## src/hw/bus_pkg.sv

```systemverilog
package bus_pkg;

    typedef logic [31:0] addr_t;
    typedef logic [31:0] data_t;
    typedef logic [3:0]  strb_t;
    typedef logic [3:0]  reg_idx_t;  // word index inside a window
    typedef logic [3:0]  page_t;

    typedef enum logic [1:0] {
        OKAY   = 2'b00,
        DECERR = 2'b11
    } resp_e;

    typedef enum logic [1:0] {
        SAW      = 2'd0,
        SQUARE   = 2'd1,
        TRIANGLE = 2'd2
    } wave_e;

    typedef enum logic [1:0] {
        IDLE,
        ACCESS,
        RESP
    } port_state_e;

    typedef struct packed {
        addr_t addr;
    } aw_chan_t;

    typedef struct packed {
        data_t data;
        strb_t strb;
    } w_chan_t;

    typedef struct packed {
        resp_e resp;
    } b_chan_t;

    typedef struct packed {
        addr_t addr;
    } ar_chan_t;

    typedef struct packed {
        data_t data;
        resp_e resp;
    } r_chan_t;

    // one byte per field, shown page by page on the LEDs
    typedef struct packed {
        logic [7:0] wr_count;
        logic [7:0] rd_count;
        logic [5:0] wr_pad;
        resp_e      wr_resp;
        logic [5:0] rd_pad;
        resp_e      rd_resp;
    } bus_status_t;

    localparam int SLAVE_COUNT = 2;

    // slave 0 register bank, slave 1 dds
    localparam logic [0:SLAVE_COUNT-1][31:0] WIN_START = {32'h0000_0000, 32'h4000_0000};
    localparam logic [0:SLAVE_COUNT-1][31:0] WIN_END   = {32'h0FFF_FFFF, 32'h4FFF_FFFF};

    localparam logic [3:15][7:0] LED_PATTERNS = {
        8'h0F, 8'hF0, 8'h0F, 8'hAA, 8'h55, 8'hF0, 8'h0F,
        8'h01, 8'h02, 8'h04, 8'h08, 8'h3C, 8'hC3
    };

endpackage

```

## src/hw/axi_reg_port.sv

```systemverilog
`timescale 1ns/1ps

module axi_reg_port (
    input  logic                clk_50m,
    input  logic                arst_n,
    input  bus_pkg::aw_chan_t   aw,
    input  logic                aw_valid,
    output logic                aw_ready,
    input  bus_pkg::w_chan_t    w,
    input  logic                w_valid,
    output logic                w_ready,
    output bus_pkg::b_chan_t    b,
    output logic                b_valid,
    input  logic                b_ready,
    input  bus_pkg::ar_chan_t   ar,
    input  logic                ar_valid,
    output logic                ar_ready,
    output bus_pkg::r_chan_t    r,
    output logic                r_valid,
    input  logic                r_ready,
    output logic                wr_en,
    output bus_pkg::reg_idx_t   wr_idx,
    output bus_pkg::data_t      wr_data,
    output bus_pkg::strb_t      wr_strb,
    output bus_pkg::reg_idx_t   rd_idx,
    input  bus_pkg::data_t      rd_data
);

    bus_pkg::port_state_e state_q;
    logic                 is_wr_q;
    bus_pkg::data_t       r_data_q;

    always_ff @(posedge clk_50m or negedge arst_n) begin
        if (!arst_n) begin
            state_q <= bus_pkg::IDLE;
            is_wr_q <= 1'b0;
        end else begin
            case (state_q)
                bus_pkg::IDLE: begin
                    if (aw_valid && w_valid) begin  // write wins over read
                        state_q <= bus_pkg::ACCESS;
                        is_wr_q <= 1'b1;
                    end else if (ar_valid) begin
                        state_q <= bus_pkg::ACCESS;
                        is_wr_q <= 1'b0;
                    end
                end
                bus_pkg::ACCESS: state_q <= bus_pkg::RESP;
                bus_pkg::RESP: begin
                    if (is_wr_q ? b_ready : r_ready) begin
                        state_q <= bus_pkg::IDLE;
                    end
                end
                default: state_q <= bus_pkg::IDLE;
            endcase
        end
    end

    always_ff @(posedge clk_50m) begin
        if (ar_ready) begin
            r_data_q <= rd_data;
        end
    end

    assign aw_ready = (state_q == bus_pkg::ACCESS) && is_wr_q;
    assign w_ready  = aw_ready;
    assign ar_ready = (state_q == bus_pkg::ACCESS) && !is_wr_q;

    assign wr_en   = aw_ready;  // one strobe per accepted write
    assign wr_idx  = aw.addr[5:2];
    assign wr_data = w.data;
    assign wr_strb = w.strb;
    assign rd_idx  = ar.addr[5:2];

    assign b       = '{resp: bus_pkg::OKAY};
    assign b_valid = (state_q == bus_pkg::RESP) && is_wr_q;
    assign r       = '{data: r_data_q, resp: bus_pkg::OKAY};
    assign r_valid = (state_q == bus_pkg::RESP) && !is_wr_q;

    // request must still be offered when it is accepted
    a_accept_needs_valid: assert property (@(posedge clk_50m) disable iff (!arst_n)
        state_q == bus_pkg::ACCESS |-> (is_wr_q ? aw_valid && w_valid : ar_valid));

endmodule

```

## src/hw/reg_bank_slave.sv

```systemverilog
`timescale 1ns/1ps

module reg_bank_slave (
    input  logic                clk_50m,
    input  logic                arst_n,
    input  bus_pkg::aw_chan_t   aw,
    input  logic                aw_valid,
    output logic                aw_ready,
    input  bus_pkg::w_chan_t    w,
    input  logic                w_valid,
    output logic                w_ready,
    output bus_pkg::b_chan_t    b,
    output logic                b_valid,
    input  logic                b_ready,
    input  bus_pkg::ar_chan_t   ar,
    input  logic                ar_valid,
    output logic                ar_ready,
    output bus_pkg::r_chan_t    r,
    output logic                r_valid,
    input  logic                r_ready
);

    logic              wr_en;
    bus_pkg::reg_idx_t wr_idx;
    bus_pkg::data_t    wr_data;
    bus_pkg::strb_t    wr_strb;
    bus_pkg::reg_idx_t rd_idx;
    bus_pkg::data_t    rd_data;
    bus_pkg::data_t    regs_q [16];

    axi_reg_port axi_reg_port_inst (.*);

    always_ff @(posedge clk_50m or negedge arst_n) begin
        if (!arst_n) begin
            for (int i = 0; i < 16; i++) begin
                regs_q[i] <= '0;
            end
        end else if (wr_en) begin
            for (int n = 0; n < 4; n++) begin
                if (wr_strb[n]) begin
                    regs_q[wr_idx][8*n +: 8] <= wr_data[8*n +: 8];
                end
            end
        end
    end

    assign rd_data = regs_q[rd_idx];

endmodule

```

## src/hw/dds_slave.sv

```systemverilog
`timescale 1ns/1ps

module dds_slave (
    input  logic                clk_50m,
    input  logic                arst_n,
    input  bus_pkg::aw_chan_t   aw,
    input  logic                aw_valid,
    output logic                aw_ready,
    input  bus_pkg::w_chan_t    w,
    input  logic                w_valid,
    output logic                w_ready,
    output bus_pkg::b_chan_t    b,
    output logic                b_valid,
    input  logic                b_ready,
    input  bus_pkg::ar_chan_t   ar,
    input  logic                ar_valid,
    output logic                ar_ready,
    output bus_pkg::r_chan_t    r,
    output logic                r_valid,
    input  logic                r_ready,
    output logic [7:0]          da_data
);

    logic              wr_en;
    bus_pkg::reg_idx_t wr_idx;
    bus_pkg::data_t    wr_data;
    bus_pkg::strb_t    wr_strb;
    bus_pkg::reg_idx_t rd_idx;
    bus_pkg::data_t    rd_data;
    bus_pkg::data_t    freq_q;
    bus_pkg::data_t    phase_q;
    bus_pkg::wave_e    wave_q;

    axi_reg_port axi_reg_port_inst (.*);

    always_ff @(posedge clk_50m or negedge arst_n) begin
        if (!arst_n) begin
            freq_q  <= '0;
            phase_q <= '0;
            wave_q  <= bus_pkg::SAW;
            da_data <= 8'h00;
        end else begin
            phase_q <= phase_q + freq_q;
            if (wr_en && wr_idx == 4'd0) begin
                for (int n = 0; n < 4; n++) begin
                    if (wr_strb[n]) begin
                        freq_q[8*n +: 8] <= wr_data[8*n +: 8];
                    end
                end
            end
            if (wr_en && wr_idx == 4'd1 && wr_strb[0]) begin
                wave_q <= bus_pkg::wave_e'(wr_data[1:0]);
            end
            case (wave_q)
                bus_pkg::SQUARE:   da_data <= {8{phase_q[31]}};
                bus_pkg::TRIANGLE: da_data <= phase_q[31] ? ~phase_q[30:23] : phase_q[30:23];
                default:           da_data <= phase_q[31:24];  // saw
            endcase
        end
    end

    always_comb begin
        case (rd_idx)
            4'd0:    rd_data = freq_q;
            4'd1:    rd_data = {30'b0, wave_q};
            4'd2:    rd_data = phase_q;
            default: rd_data = '0;
        endcase
    end

endmodule

```

## src/hw/axi_decoder.sv

```systemverilog
`timescale 1ns/1ps

module axi_decoder (
    input  logic                                          clk_50m,
    input  logic                                          arst_n,
    input  bus_pkg::aw_chan_t                             m_aw,
    input  logic                                          m_aw_valid,
    output logic                                          m_aw_ready,
    input  bus_pkg::w_chan_t                              m_w,
    input  logic                                          m_w_valid,
    output logic                                          m_w_ready,
    output bus_pkg::b_chan_t                              m_b,
    output logic                                          m_b_valid,
    input  logic                                          m_b_ready,
    input  bus_pkg::ar_chan_t                             m_ar,
    input  logic                                          m_ar_valid,
    output logic                                          m_ar_ready,
    output bus_pkg::r_chan_t                              m_r,
    output logic                                          m_r_valid,
    input  logic                                          m_r_ready,
    output bus_pkg::aw_chan_t [bus_pkg::SLAVE_COUNT-1:0]  s_aw,
    output logic [bus_pkg::SLAVE_COUNT-1:0]               s_aw_valid,
    input  logic [bus_pkg::SLAVE_COUNT-1:0]               s_aw_ready,
    output bus_pkg::w_chan_t [bus_pkg::SLAVE_COUNT-1:0]   s_w,
    output logic [bus_pkg::SLAVE_COUNT-1:0]               s_w_valid,
    input  logic [bus_pkg::SLAVE_COUNT-1:0]               s_w_ready,
    input  bus_pkg::b_chan_t [bus_pkg::SLAVE_COUNT-1:0]   s_b,
    input  logic [bus_pkg::SLAVE_COUNT-1:0]               s_b_valid,
    output logic [bus_pkg::SLAVE_COUNT-1:0]               s_b_ready,
    output bus_pkg::ar_chan_t [bus_pkg::SLAVE_COUNT-1:0]  s_ar,
    output logic [bus_pkg::SLAVE_COUNT-1:0]               s_ar_valid,
    input  logic [bus_pkg::SLAVE_COUNT-1:0]               s_ar_ready,
    input  bus_pkg::r_chan_t [bus_pkg::SLAVE_COUNT-1:0]   s_r,
    input  logic [bus_pkg::SLAVE_COUNT-1:0]               s_r_valid,
    output logic [bus_pkg::SLAVE_COUNT-1:0]               s_r_ready,
    output bus_pkg::bus_status_t                          status
);

    logic [bus_pkg::SLAVE_COUNT-1:0] wr_hit;
    logic [bus_pkg::SLAVE_COUNT-1:0] rd_hit;
    logic [bus_pkg::SLAVE_COUNT-1:0] wr_sel_q;  // held until b transfers
    logic [bus_pkg::SLAVE_COUNT-1:0] rd_sel_q;
    logic [bus_pkg::SLAVE_COUNT-1:0] w_sel;
    logic                            aw_done;
    logic                            w_done;
    logic                            ar_done;
    logic                            w_known;

    always_comb begin
        for (int i = 0; i < bus_pkg::SLAVE_COUNT; i++) begin
            wr_hit[i] = (m_aw.addr >= bus_pkg::WIN_START[i]) &&
                        (m_aw.addr <= bus_pkg::WIN_END[i]);
            rd_hit[i] = (m_ar.addr >= bus_pkg::WIN_START[i]) &&
                        (m_ar.addr <= bus_pkg::WIN_END[i]);
        end
    end

    assign w_sel   = aw_done ? wr_sel_q : wr_hit;
    assign w_known = aw_done || m_aw_valid;  // w may not run ahead of its address

    always_comb begin
        for (int i = 0; i < bus_pkg::SLAVE_COUNT; i++) begin
            s_aw[i]       = m_aw;
            s_aw_valid[i] = m_aw_valid && !aw_done && wr_hit[i];
            s_w[i]        = m_w;
            s_w_valid[i]  = m_w_valid && !w_done && w_known && w_sel[i];
            s_b_ready[i]  = m_b_ready && aw_done && wr_sel_q[i];
            s_ar[i]       = m_ar;
            s_ar_valid[i] = m_ar_valid && !ar_done && rd_hit[i];
            s_r_ready[i]  = m_r_ready && ar_done && rd_sel_q[i];
        end
    end

    // unmapped requests are taken at once
    assign m_aw_ready = m_aw_valid && !aw_done && (~|wr_hit || |(wr_hit & s_aw_ready));
    assign m_w_ready  = m_w_valid && !w_done && w_known && (~|w_sel || |(w_sel & s_w_ready));
    assign m_ar_ready = m_ar_valid && !ar_done && (~|rd_hit || |(rd_hit & s_ar_ready));

    always_comb begin
        m_b       = '{resp: bus_pkg::DECERR};
        m_b_valid = aw_done && w_done && ~|wr_sel_q;
        m_r       = '{data: '0, resp: bus_pkg::DECERR};
        m_r_valid = ar_done && ~|rd_sel_q;
        for (int i = 0; i < bus_pkg::SLAVE_COUNT; i++) begin
            if (wr_sel_q[i]) begin
                m_b       = s_b[i];
                m_b_valid = aw_done && s_b_valid[i];
            end
            if (rd_sel_q[i]) begin
                m_r       = s_r[i];
                m_r_valid = ar_done && s_r_valid[i];
            end
        end
    end

    always_ff @(posedge clk_50m or negedge arst_n) begin
        if (!arst_n) begin
            aw_done  <= 1'b0;
            w_done   <= 1'b0;
            ar_done  <= 1'b0;
            wr_sel_q <= '0;
            rd_sel_q <= '0;
            status   <= '0;
        end else begin
            if (m_b_valid && m_b_ready) begin
                aw_done         <= 1'b0;
                w_done          <= 1'b0;
                status.wr_count <= status.wr_count + 8'd1;  // wraps at 256
                status.wr_resp  <= m_b.resp;
            end else begin
                if (m_aw_valid && m_aw_ready) begin
                    aw_done  <= 1'b1;
                    wr_sel_q <= wr_hit;
                end
                if (m_w_valid && m_w_ready) begin
                    w_done <= 1'b1;
                end
            end
            if (m_r_valid && m_r_ready) begin
                ar_done         <= 1'b0;
                status.rd_count <= status.rd_count + 8'd1;
                status.rd_resp  <= m_r.resp;
            end else if (m_ar_valid && m_ar_ready) begin
                ar_done  <= 1'b1;
                rd_sel_q <= rd_hit;
            end
        end
    end

    a_aw_hold: assert property (@(posedge clk_50m) disable iff (!arst_n)
        m_aw_valid && !m_aw_ready |=> m_aw_valid);
    a_w_hold: assert property (@(posedge clk_50m) disable iff (!arst_n)
        m_w_valid && !m_w_ready |=> m_w_valid);
    a_ar_hold: assert property (@(posedge clk_50m) disable iff (!arst_n)
        m_ar_valid && !m_ar_ready |=> m_ar_valid);
    a_one_slave: assert property (@(posedge clk_50m) disable iff (!arst_n)
        $onehot0(s_aw_valid) && $onehot0(s_w_valid) && $onehot0(s_ar_valid));

endmodule

```

## src/hw/led_page_display.sv

```systemverilog
`timescale 1ns/1ps

module led_page_display (
    input  logic                  clk_50m,
    input  logic                  arst_n,
    input  logic                  btn_up,
    input  logic                  btn_down,
    input  bus_pkg::bus_status_t  status,
    output logic [7:0]            led8,
    output bus_pkg::page_t        led4
);

    logic [2:0]     up_q;  // two sync flops plus edge history
    logic [2:0]     down_q;
    logic           up_rise;
    logic           down_rise;
    bus_pkg::page_t page_q;
    logic [7:0]     page_byte;

    assign up_rise   = up_q[1] && !up_q[2];
    assign down_rise = down_q[1] && !down_q[2];

    always_ff @(posedge clk_50m or negedge arst_n) begin
        if (!arst_n) begin
            up_q   <= 3'b000;
            down_q <= 3'b000;
            page_q <= '0;
        end else begin
            up_q   <= {up_q[1:0], btn_up};
            down_q <= {down_q[1:0], btn_down};
            if (up_rise && !down_rise) begin
                page_q <= page_q + 4'd1;  // wraps at 16
            end else if (down_rise && !up_rise) begin
                page_q <= page_q - 4'd1;
            end
        end
    end

    always_comb begin
        case (page_q)
            4'd0:    page_byte = status.wr_count;
            4'd1:    page_byte = status.rd_count;
            4'd2:    page_byte = {4'b0, status.wr_resp, status.rd_resp};
            default: page_byte = bus_pkg::LED_PATTERNS[page_q];
        endcase
    end

    assign led8 = ~page_byte;  // active low leds
    assign led4 = page_q;

endmodule

```

## src/hw/board_ctrl_top.sv

```systemverilog
`timescale 1ns/1ps

module board_ctrl_top (
    input  logic                clk_50m,
    input  logic                arst_n,
    input  bus_pkg::aw_chan_t   m_aw,
    input  logic                m_aw_valid,
    output logic                m_aw_ready,
    input  bus_pkg::w_chan_t    m_w,
    input  logic                m_w_valid,
    output logic                m_w_ready,
    output bus_pkg::b_chan_t    m_b,
    output logic                m_b_valid,
    input  logic                m_b_ready,
    input  bus_pkg::ar_chan_t   m_ar,
    input  logic                m_ar_valid,
    output logic                m_ar_ready,
    output bus_pkg::r_chan_t    m_r,
    output logic                m_r_valid,
    input  logic                m_r_ready,
    input  logic [1:0]          btn,
    output logic [7:0]          led8,
    output bus_pkg::page_t      led4,
    output logic [7:0]          da_data
);

    bus_pkg::aw_chan_t [bus_pkg::SLAVE_COUNT-1:0] s_aw;
    logic [bus_pkg::SLAVE_COUNT-1:0]              s_aw_valid;
    logic [bus_pkg::SLAVE_COUNT-1:0]              s_aw_ready;
    bus_pkg::w_chan_t [bus_pkg::SLAVE_COUNT-1:0]  s_w;
    logic [bus_pkg::SLAVE_COUNT-1:0]              s_w_valid;
    logic [bus_pkg::SLAVE_COUNT-1:0]              s_w_ready;
    bus_pkg::b_chan_t [bus_pkg::SLAVE_COUNT-1:0]  s_b;
    logic [bus_pkg::SLAVE_COUNT-1:0]              s_b_valid;
    logic [bus_pkg::SLAVE_COUNT-1:0]              s_b_ready;
    bus_pkg::ar_chan_t [bus_pkg::SLAVE_COUNT-1:0] s_ar;
    logic [bus_pkg::SLAVE_COUNT-1:0]              s_ar_valid;
    logic [bus_pkg::SLAVE_COUNT-1:0]              s_ar_ready;
    bus_pkg::r_chan_t [bus_pkg::SLAVE_COUNT-1:0]  s_r;
    logic [bus_pkg::SLAVE_COUNT-1:0]              s_r_valid;
    logic [bus_pkg::SLAVE_COUNT-1:0]              s_r_ready;
    bus_pkg::bus_status_t                         status;

    axi_decoder axi_decoder_inst (.*);

    // window 0
    reg_bank_slave reg_bank_slave_inst (
        .clk_50m  (clk_50m      ),
        .arst_n   (arst_n       ),
        .aw       (s_aw      [0]),
        .aw_valid (s_aw_valid[0]),
        .aw_ready (s_aw_ready[0]),
        .w        (s_w       [0]),
        .w_valid  (s_w_valid [0]),
        .w_ready  (s_w_ready [0]),
        .b        (s_b       [0]),
        .b_valid  (s_b_valid [0]),
        .b_ready  (s_b_ready [0]),
        .ar       (s_ar      [0]),
        .ar_valid (s_ar_valid[0]),
        .ar_ready (s_ar_ready[0]),
        .r        (s_r       [0]),
        .r_valid  (s_r_valid [0]),
        .r_ready  (s_r_ready [0])
    );

    // window 1
    dds_slave dds_slave_inst (
        .clk_50m  (clk_50m      ),
        .arst_n   (arst_n       ),
        .aw       (s_aw      [1]),
        .aw_valid (s_aw_valid[1]),
        .aw_ready (s_aw_ready[1]),
        .w        (s_w       [1]),
        .w_valid  (s_w_valid [1]),
        .w_ready  (s_w_ready [1]),
        .b        (s_b       [1]),
        .b_valid  (s_b_valid [1]),
        .b_ready  (s_b_ready [1]),
        .ar       (s_ar      [1]),
        .ar_valid (s_ar_valid[1]),
        .ar_ready (s_ar_ready[1]),
        .r        (s_r       [1]),
        .r_valid  (s_r_valid [1]),
        .r_ready  (s_r_ready [1]),
        .da_data  (da_data      )
    );

    led_page_display led_page_display_inst (
        .clk_50m  (clk_50m),
        .arst_n   (arst_n ),
        .btn_up   (btn[0] ),
        .btn_down (btn[1] ),
        .status   (status ),
        .led8     (led8   ),
        .led4     (led4   )
    );

endmodule

```

## config.mk

```make
export PLATFORM = sky130hd
export DESIGN_NAME = board_ctrl_top
export DESIGN_NICKNAME = d
export VERILOG_FILES = /design/src/hw/bus_pkg.sv /design/src/hw/axi_reg_port.sv /design/src/hw/reg_bank_slave.sv /design/src/hw/dds_slave.sv /design/src/hw/axi_decoder.sv /design/src/hw/led_page_display.sv /design/src/hw/board_ctrl_top.sv
export SDC_FILE = /design/constraint.sdc
export NUM_CORES = 1
export LEC_CHECK = 0
export BUFFER_PORTS_ARGS = -buffer_cell sky130_fd_sc_hd__buf_2
export CELL_PAD_IN_SITES_DETAIL_PLACEMENT = 1
export CELL_PAD_IN_SITES_GLOBAL_PLACEMENT = 2
export CORE_MARGIN = 5
export CORE_UTILIZATION = 48
export CTS_CLUSTER_DIAMETER = 60
export DETAILED_ROUTE_END_ITERATION = 7
export PLACE_DENSITY = 0.92
export SYNTH_ARGS = -nofsm -noshare
export SYNTH_HDL_FRONTEND = slang
export SYNTH_SLANG_ARGS = --single-unit
```

## constraint.sdc

```tcl
create_clock -name clk_50m -period 7.96 [get_ports clk_50m]
set_input_delay 1.592 -clock clk_50m [delete_from_list [all_inputs] [get_ports clk_50m]]
set_output_delay 1.592 -clock clk_50m [all_outputs]
set_load 0.01 [all_outputs]
```

[After elaboration in Yosys (flattened, before gate mapping)]
Memory sizes are Yosys's and may differ from the RTL's.
Cells that the tools add are included.
Cells by class
  $add $sub $neg: 5
  order comparisons: 12
  eq/ne operators: 15
  multiplexer cells: 59
  bitwise operators: 10
  reduce and logical (&&, ||, !) cells: 100
Operators with widths (number)
  $mux 512: 7
  $bwmux 512: 4
  $demux 32 s4: 4
  $bmux 32 s4: 1
  $mux 32: 3
  $pmux 32 s3: 1
  $mux 34: 2
  $ge 32x1->1 const B: 2
  $ge 32x31->1 const B: 2
  $le 32x28->1 const B: 2
  $le 32x31->1 const B: 2
  $logic_and 1x1->1: 53
  $add 32x32->32: 1
  $mux 8: 4
  $mux 24: 1
  $pmux 8 s3: 1
  $reduce_and 2->1: 10
  $mux 2: 9
  $add 8x1->8 const B: 2
  $mux 1: 16
  $mux 16: 1
  $not 8->8: 2
  $pmux 8 s2: 1
  $reduce_or 2->1: 8
  other kinds (20): 62
Storage, ports and cells
  bits in registers: 693
  ROM bits: 128
  input bits: 109
  output and inout bits: 61
  word-level logic and storage cells: 243
  memories: 1
Memories
  (no name shown): words 16, bits a word 8, rd ports 1, clocked after Yosys merged registers in 0, wr ports 0, RTL line led_page_display.sv:44  | default: page_byte = bus_pkg::LED_PATTERNS[page_q];

[Logic depth before layout (Yosys ltp)]
Gate-level depths: netlist of run 1.
  depth in word-level cells: 16
  gate-level depth with buffers: 10
  gate-level depth less buffers: 10

[Modules after synthesis]
A second synthesis of run 1 with hierarchy kept.
Second synthesis, totals
  cell total of the unflattened synthesis: 2567
  area, all modules: 35290.1 um2
Modules (own cells, without submodules)
  reg_bank_slave: instances 1, cells an instance 1435, area each 23560.1 um2
  dds_slave: instances 1, cells an instance 453, area each 4603.2 um2
  axi_decoder: instances 1, cells an instance 395, area each 3392.0 um2
  axi_reg_port: instances 2, cells an instance 100, area each 1500.2 um2
  led_page_display: instances 1, cells an instance 84, area each 734.5 um2

[Worst setup path before layout of run 1]
No wires, ideal clock.
  path kind: reg2out
  start: register reg_bank_slave_inst.axi_reg_port_inst.state_q[1]
  end: output m_ar_ready
  data arrival time: 2490 ps
  required time: 6368 ps
  slack: 3878 ps
  stages on the path, launching flop included: 7
  path buffers: 0
  cells stage by stage: dfrtp_1 > nand2b_1 > nor2_1 > o21ai_0 > nand2_1 > nand2_1 > inv_1
On the way
  longest elaborated chain between the ends: 6
Ends and longest elaborated chain
  from (decl): RTL line axi_reg_port.sv:29  | bus_pkg::port_state_e state_q;
  from (signal assigned): RTL line axi_reg_port.sv:35  | state_q <= bus_pkg::IDLE;
  from (signal assigned): RTL line axi_reg_port.sv:41  | state_q <= bus_pkg::ACCESS;
  from (signal assigned): RTL line axi_reg_port.sv:44  | state_q <= bus_pkg::ACCESS;
  $eq 2x1->1: RTL line axi_reg_port.sv:67  | assign ar_ready = (state_q == bus_pkg::ACCESS) && !is_wr_q;
  $logic_and 1x1->1: RTL line axi_reg_port.sv:67
  named net reg_bank_slave_inst.ar_ready: RTL line reg_bank_slave.sv:17  | output logic ar_ready,
  $and 2x2->2: RTL line axi_decoder.sv:77  | assign m_ar_ready = m_ar_valid && !ar_done && (~|rd_hit || |(rd_hit & s_ar_ready));
  $reduce_or 2->1: RTL line axi_decoder.sv:77
  $logic_or 1x1->1: RTL line axi_decoder.sv:77
  $logic_and 1x1->1: RTL line axi_decoder.sv:77
  to (decl): RTL line board_ctrl_top.sv:17  | output logic m_ar_ready,
The timed path passes the listed nets, and every way through them passes these cells.

[Worst setup path after layout of run 1]
  start: input m_aw[30] (netlist bit)
  end: output m_w_ready
On the way
  longest elaborated chain between the ends: 7
  elaborated cells between the ends (all ways): 13
Ends and longest elaborated chain
  from (decl): RTL line board_ctrl_top.sv:6  | input bus_pkg::aw_chan_t m_aw,
  $ge 32x1->1, or another cell as far along: RTL line axi_decoder.sv:51  | wr_hit[i] = (m_aw.addr >= bus_pkg::WIN_START[i]) &&
  $logic_and 1x1->1: RTL line axi_decoder.sv:51
  $mux 2 *: RTL line axi_decoder.sv:58  | assign w_sel = aw_done ? wr_sel_q : wr_hit;
  $and 2x2->2 or $reduce_or 2->1 (tied branches): RTL line axi_decoder.sv:76  | assign m_w_ready = m_w_valid && !w_done && w_known && (~|w_sel || |(w_sel & s_w_ready));
  $reduce_or 2->1 or $logic_not 1->1 (tied branches): RTL line axi_decoder.sv:76
  $logic_or 1x1->1 *: RTL line axi_decoder.sv:76
  $logic_and 1x1->1 *: RTL line axi_decoder.sv:76
  to (decl): RTL line board_ctrl_top.sv:11  | output logic m_w_ready,
Every way passes the cells marked *; elsewhere a longest branch is shown, timed or not.

==> results of run 1 <==
==> metrics by stage <==
step / cell area, um2 / cells / power (mW) / setup WS (ns) / hold WS [ns]
3_5_place_dp: 33400 / 3030 / 4.71 / 3.42 / 0.336
5_1_grt: 36000 / 3168 / 8.57 / 3.38 / 0.366
3_3_place_gp: 33400 / 3030 / 4.67 / 3.54 / 0.334
6_report: 36000 / 3168 / 8.25 / 3.41 / 0.354
2_1_floorplan: 31900 / 2137 / 4.32 / 3.88 / 0.331
4_1_cts: 35900 / 3166 / 8.33 / 3.41 / 0.357
==> area by class of cell <==
class / instances / area [um2] / share of cell area (%)
sequential: 691 / 17600 / 49.0
multi-input combinational: 1324 / 13900 / 38.6
clock buffer: 109 / 2230 / 6.21
tap: 864 / 1080 / 3.01
timing repair buffer: 134 / 766 / 2.13
clock inverter: 27 / 328 / 0.912
inverter: 17 / 63.8 / 0.177
antenna: 2 / 5.00 / 0.0139
==> how the worst min path moves through the flow <==
stage	from	endpoint	slack [ns]	cells past startpoint
CTS	led_page_display_inst.down_q[0]	led_page_display_inst.down_q[1]	0.36	0
global route	led_page_display_inst.up_q[0]	led_page_display_inst.up_q[1]	0.37	0
floorplan	led_page_display_inst.down_q[0]	led_page_display_inst.down_q[1]	0.33	0
detailed placement	led_page_display_inst.down_q[0]	led_page_display_inst.down_q[1]	0.34	0
global placement	led_page_display_inst.down_q[0]	led_page_display_inst.down_q[1]	0.33	0
finish	led_page_display_inst.down_q[0]	led_page_display_inst.down_q[1]	0.35	0
==> state kept, by name, indices dropped and copies added, names as in the netlist <==
register	count
reg_bank_slave_inst.regs_q	512
dds_slave_inst.axi_reg_port_inst.r_data_q	32
dds_slave_inst.freq_q	32
dds_slave_inst.phase_q	32
reg_bank_slave_inst.axi_reg_port_inst.r_data_q	32
axi_decoder_inst.status	18
dds_slave_inst.da_data	8
led_page_display_inst.led4	4
led_page_display_inst.down_q	3
led_page_display_inst.up_q	3
axi_decoder_inst.rd_sel_q	2
axi_decoder_inst.wr_sel_q	2
dds_slave_inst.axi_reg_port_inst.state_q	2
dds_slave_inst.wave_q	2
reg_bank_slave_inst.axi_reg_port_inst.state_q	2
axi_decoder_inst.ar_done	1
axi_decoder_inst.aw_done	1
axi_decoder_inst.w_done	1
dds_slave_inst.axi_reg_port_inst.is_wr_q	1
reg_bank_slave_inst.axi_reg_port_inst.is_wr_q	1
==> power groups by stage <==
| stage | registers [mW] | logic, mW | clock network [mW] |
|---|---|---|---|
| after floorplan | 3.78 | 0.537 | 0 |
| after global placement | 3.84 | 0.834 | 0 |
| after detailed placement | 3.85 | 0.864 | 0 |
| after CTS | 3.78 | 0.870 | 3.68 |
| after global routing | 3.80 | 0.947 | 3.82 |
| final | 3.79 | 0.860 | 3.60 |
==> cells in the final DEF (no fill, tap or decap), types with 7 or more instances in the layout <==
master / count
dfrtp_1: 626
mux2_2: 534
mux4_2: 160
buf_2: 118
nand2_1: 105
clkbuf_16: 80
edfxtp_1: 64
a22o_1: 61
nor2_1: 50
o21ai_0: 45
ha_1: 41
a21oi_1: 40
xnor2_1: 32
nor2_2: 22
mux2_1: 21
inv_1: 17
a21o_1: 17
clkbuf_1: 17
nor3_1: 15
xor2_1: 14
nor2b_1: 13
clkinv_2: 13
clkbuf_8: 13
nand2b_1: 12
nand4_1: 12
nand3_1: 11
and3_1: 10
o21a_1: 10
buf_4: 10
a211oi_1: 9
and2_1: 9
o211ai_1: 7
or3_1: 7
bufinv_16: 7
==> cells by family (layout without fill, tap and decap cells) <==
logic type	count (synthesis)	in the layout	share of synthesized area (%)
compound gates	228	228	4.99
xor+xnor	46	46	1.26
fa+ha+maj	42	42	1.67
buf+inv	122	287	1.53
flops	691	691	55.2
mux	719	719	31.0
other cells	0	2	0
simple gates	289	289	4.40
==> per-layer routing <==
metal  track usage [%]  part of all wire, %
met5                 0                0.094
met1              31.6                   41
met4              7.08                  2.6
met3              5.32                  6.0
met2              40.6                   50
==> qor.yml, run 1 <==
synthesis:
  synth_warnings: 0
  syn-mean-instance-area_um2: 14.9
  yosysMostFrequentCell: "dfrtp_1"
  synth_edf_count: 64
  synth_top_area_share_pct: 49.1
  synth_area_leader_cell: "dfrtp_1"
  synth_nets: 2288
  synth.distinct_cells: 64
  netlist_top_cells_area: "dfrtp_1 (49%), mux2_2 (19%), mux4_2 (11%)"
  syn_area_mm2: 0.0319
  synth_common_cells: "dfrtp_1 (627), mux2_2 (534), mux4_2 (160), nand2_1 (105), clkbuf_1 (77)"
  synth-seq-cells: 691
  synth_seq_area_share_pct: 55.2
  synthCells: 2137
  ys.flop_type: "dfrtp_1"
  ys_async_sr_fraction_pct: 90.7
power_and_ir_drop:
  p_clk_share_pct: 43.6
  p_sw_share_pct: 25.3
  power_leakage_nw: 17.0
  powerDensity_mw_per_mm2: 229
  ir_drop_mv: 0.110
  power_frac_comb_pct: 10.4
  seqPwrFrac_pct: 45.9
  switching_power_mw: 2.09
  p_int_mw: 6.16
layout:
  drive_gt1_share_pct: 42.5
  fillers: 6235
  nets: 2393
  final_util_pct: 54.6
  syn_to_final_growth_pct: 12.6
setup_path:
  crit_cells: 6
  rr_worst_depth: 8
  crit_path_frequent_cell: "buf_2"
  worst_setup_path_start_kind: "input pin"
  critPathRequiredTime_ns: 6.37
  worstSetupStartpoint: "m_aw[30]"
  critPathKind: "input pin to output pin"
  path_cells: "buf_2 -> nor4_1 -> mux2_2 -> nand2_1 -> a21oi_1 -> buf_2"
  slowest_stage: "nor4_1"
  path_buf_inv: 2
  r2r-end: "dds_slave_inst.phase_q[27]"
  cp-end-kind: "output pin"
  r2r-start: "dds_slave_inst.phase_q[20]"
  max_stage_delay_ns: 0.50
  cpLargestDelayFamily: "simple AND/OR/NAND/NOR gates"
  arrival_ns: 2.96
  crit_path_end: "m_w_ready"
  timing.reg2reg.setup_slack_ns: 4.94
  cp_max_fo: 5
timing:
  skew_ns: 0.0195
  final_max_slew_viol_count: 0
  max_freq_ghz: 0.220
  worstMarginPinSlew_ns: 1.19
  finalHoldViolCount: 0
  final-setup-viol-count: 0
  rsz0062_at_grt: "false"
  period_needed_ns: 4.55
  finalCritPeriodShare_pct: 57.2
  finalSetupTns_ns: 0
  relSlewSlack_pct: 20.1
clock_network:
  clk_pin_slew_ns: 0.06
  cts_buffers: 74
  cts_root_buffer: "clkbuf_16"
  cts_tree: "done"
  cts_resized: 0
  postCtsHoldBufs: 0
  cts_max_path_buffers: 3
  clk_latency_ns: 0.61
  h-tree-depth: 3
  clock-sinks: 691
  cts_setup_buffers: 0
route:
  viasPerCell: 6.11
  dr.pass1.iters: 5
  via_count: 19400
  drt_iter0_markers: 1312
  wl_mm: 86.0
  antenna_left: 0
  drc_errors: 0
  wire_per_inst_um: 27.2
placed_design:
  numPortBuffers: 121
  place.gp.congestion: 0.844
  place_hpwl_mm: 54.3
run_status:
  run_status: "complete, no violations"
floorplan:
  start_util_pct: 48.5
  coreArea_mm2: 0.0659
  placementRows: 94
  io_pins: 170
  die_h_um: 268
  die-area_mm2: 0.0718
  dieWidth_um: 268
flow_run:
  drv_cap: 0
global_routing:
  grt_pass1_vias: 21700
  grt_max_degree: 183
  track_usage_pct: 24.0
  antenna_found_initial: 8
  grt-ovfl-total: 0
  grt_pass1_wl_mm: 133
min_path:
  hold_class: "flop to flop"
Power figures use the tool's default switching activity.
==> inputs of run 2 (changes only) <==
--- a/config.mk
+++ b/config.mk
@@ -9,10 +9,10 @@
 export CELL_PAD_IN_SITES_DETAIL_PLACEMENT = 1
 export CELL_PAD_IN_SITES_GLOBAL_PLACEMENT = 2
 export CORE_MARGIN = 5
-export CORE_UTILIZATION = 48
+export CORE_UTILIZATION = 45
 export CTS_CLUSTER_DIAMETER = 60
 export DETAILED_ROUTE_END_ITERATION = 7
-export PLACE_DENSITY = 0.92
+export PLACE_DENSITY = 0.88
 export SYNTH_ARGS = -nofsm -noshare
 export SYNTH_HDL_FRONTEND = slang
 export SYNTH_SLANG_ARGS = --single-unit
==> constraint.sdc (replaced) <==
create_clock -name clk_50m -period 4.3 [get_ports clk_50m]
set_input_delay 0.86 -clock clk_50m [delete_from_list [all_inputs] [get_ports clk_50m]]
set_output_delay 0.86 -clock clk_50m [all_outputs]
set_load 0.01 [all_outputs]
==> run 2 against run 1 <==
Against the previous run:
- die area up 6.4%
- cell area up 1.2%
- register-to-register slack worse by 3.6 ns
- worst setup slack worse by 2.6 ns
- largest power group unchanged
==> qor.yml, run 2 (synthesized netlist as in run 1, its figures left out) <==
min_path:
  min_from: "btn[0]"  # was led_page_display_inst.down_q[0]
  min_to: "led_page_display_inst.up_q[0]"  # was led_page_display_inst.down_q[1]
  min_path_cells: 1  # was 0
  hold_class: "input pin to flop"  # was flop to flop
clock_network:
  cts_tree: "done"  # unchanged
  clk_latency_ns: 0.63  # was 0.61 ns
  postCtsHoldBufs: 0  # unchanged
  cts_root_buffer: "clkbuf_16"  # unchanged
  h-tree-depth: 3  # unchanged
  cts_max_path_buffers: 3  # unchanged
  clock-sinks: 691  # unchanged
  clk_pin_slew_ns: 0.06  # about the same
  cts_resized: 0  # unchanged
  cts_buffers: 79  # was 74
  cts_setup_buffers: 0  # unchanged
placed_design:
  placed_area_mm2: 0.0338  # was 0.0334 mm2
  place_hpwl_mm: 56.7  # was 54.3 mm
  placed_cells: 3131  # was 3030
  numPortBuffers: 121  # unchanged
  post-place-ws_ns: 1.06  # was 3.42 ns
  place.gp.congestion: 0.808  # was 0.844
setup_path:
  critPathKind: "flop to output pin"  # was input pin to output pin
  path_buf_inv: 2  # unchanged
  critPathRequiredTime_ns: 3.44  # was 6.37 ns
  arrival_ns: 2.59  # was 2.96 ns
  rr_worst_depth: 5  # was 8
  worst_setup_path_start_kind: "flop"  # was input pin
  slowest_stage: "dfrtp_2"  # was nor4_1
  crit_cells: 4  # was 6
  path_cells: "nor2b_4 -> buf_4 -> a22o_1 -> buf_2"  # was buf_2 -> nor4_1 -> mux2_2 -> nand2_1 -> a21oi_1 -> buf_2
  r2r-end: "reg_bank_slave_inst.regs_q[128]"  # was dds_slave_inst.phase_q[27]
  cp_max_fo: 39  # was 5
  timing.reg2reg.setup_slack_ns: 1.35  # was 4.94 ns
  cp-end-kind: "output pin"  # unchanged
  r2r-start: "reg_bank_slave_inst.axi_reg_port_inst.state_q[1]"  # was dds_slave_inst.phase_q[20]
  max_stage_delay_ns: 0.76  # was 0.50 ns
  cpLargestDelayFamily: "flip-flops"  # was simple AND/OR/NAND/NOR gates
floorplan:
  coreArea_mm2: 0.0701  # was 0.0659 mm2
  die_h_um: 276  # was 268 um
  io_pins: 170  # unchanged
  dieWidth_um: 276  # was 268 um
  die-area_mm2: 0.0764  # was 0.0718 mm2
  placementRows: 97  # was 94
  start_util_pct: 45.5  # was 48.5%
route:
  antenna_left: 0  # unchanged
  drc_errors: 0  # unchanged
  drt_iter0_markers: 1186  # was 1312
  wire_per_inst_um: 26.4  # was 27.2 um
  viasPerCell: 5.94  # was 6.11
  via_count: 19500  # was 19400
  dr.pass1.iters: 5  # unchanged
  wl_mm: 86.7  # was 86.0 mm
timing:
  relSlewSlack_pct: 18.6  # was 20.1%
  period_needed_ns: 3.45
  finalCritPeriodShare_pct: 80.3
  max_freq_ghz: 0.290
  finalSetupTns_ns: 0  # unchanged
  rsz0062_at_grt: "false"  # unchanged
  final-setup-viol-count: 0  # unchanged
  worst_slack_ns: 0.849  # was 3.41 ns
  final_max_slew_viol_count: 0  # unchanged
  skew_ns: 0.0230  # was 0.0195 ns
  finalHoldViolCount: 0  # unchanged
  worstMarginPinSlew_ns: 1.22  # was 1.19 ns
layout:
  most-common-layout-cells: "dfrtp_1 (626), mux2_2 (534), mux4_2 (160), buf_2 (118), nand2_1 (105)"  # unchanged
  fillers: 6736  # was 6235
  nets: 2423  # was 2393
  final_area_mm2: 0.0364  # was 0.0360 mm2
  drive_gt1_share_pct: 43.2  # was 42.5%
  largest_register_ffs: 512  # unchanged
  stdcell_count: 3280  # was 3168
  regMostFlops: "reg_bank_slave_inst.regs_q"  # unchanged
  layout_commonest_cell: "dfrtp_1"  # unchanged
  syn_to_final_growth_pct: 13.9  # was 12.6%
flow_run:
  drv_cap: 0  # unchanged
global_routing:
  met3_usage_pct: 4.11  # was 5.32%
  grt_pass1_wl_mm: 135  # was 133 mm
  grt_pass1_vias: 21900  # was 21700
  grt_most_used_layer: "met2"  # unchanged
  track_usage_pct: 22.5  # was 24.0%
  use_met1_pct: 30.1  # was 31.6%
  grt-ovfl-total: 0  # unchanged
  grtUsageMet2_pct: 38.5  # was 40.6%
  grt_max_degree: 114  # was 183
  antenna_found_initial: 11  # was 8
power_and_ir_drop:
  powerDensity_mw_per_mm2: 421  # was 229 mW/mm2
  power_leakage_nw: 17.2  # was 17.0 nW
  finalPower_mw: 15.3  # was 8.25 mW
  ir_drop_mv: 0.258  # was 0.110 mV
run_status:
  run_status: "complete, no violations"  # unchanged
-- run 2: where the power goes --
part | switching [mW] | internal [mW] | total, mW
logic | 0.976 | 0.642 | 1.62
registers | 0.261 | 6.75 | 7.02
clock network | 2.74 | 3.95 | 6.69
-- run 2: final cells by class --
| type | count | area [um2] | share of cell area, % |
|---|---|---|---|
| well taps | 940 | 1180 | 3.23 |
| multi-input cells | 1324 | 13900 | 38.1 |
| clock buffers | 116 | 2290 | 6.30 |
| flip-flops and latches | 691 | 17600 | 48.4 |
| clock inverters | 29 | 297 | 0.815 |
| repair buffers | 159 | 1050 | 2.90 |
| inverters | 17 | 63.8 | 0.175 |
| diodes | 4 | 10.0 | 0.0275 |
-- run 2: worst max-delay path by stage --
stage	startpoint	endpoint	slack (ns)
floorplan	reg_bank_slave_inst.axi_reg_port_inst.state_q[1]	m_ar_ready	0.95
finish	axi_decoder_inst.rd_sel_q[1]	m_r[17]	0.85
detailed placement	m_ar[2]	reg_bank_slave_inst.axi_reg_port_inst.r_data_q[7]	1.06
global route	led_page_display_inst.led4[0]	led8[2]	0.77
global placement	m_ar[2]	reg_bank_slave_inst.axi_reg_port_inst.r_data_q[7]	1.09
CTS	axi_decoder_inst.rd_sel_q[1]	m_r[15]	0.82
-- run 2: metrics by stage --
step	hold WS (ns)	util [%]
finish	0.350	51.8
global route	0.341	51.8
CTS	0.316	51.8
detailed placement	0.344	48.1
global placement	0.333	48.1
floorplan	0.331	-
-- run 2: layer usage --
metal  routed length, um  part of all wire (%)
met4                1960                   2.3
met1               36900                    43
met2               43600                    50
met5                  46                 0.053
met3                4190                   4.8
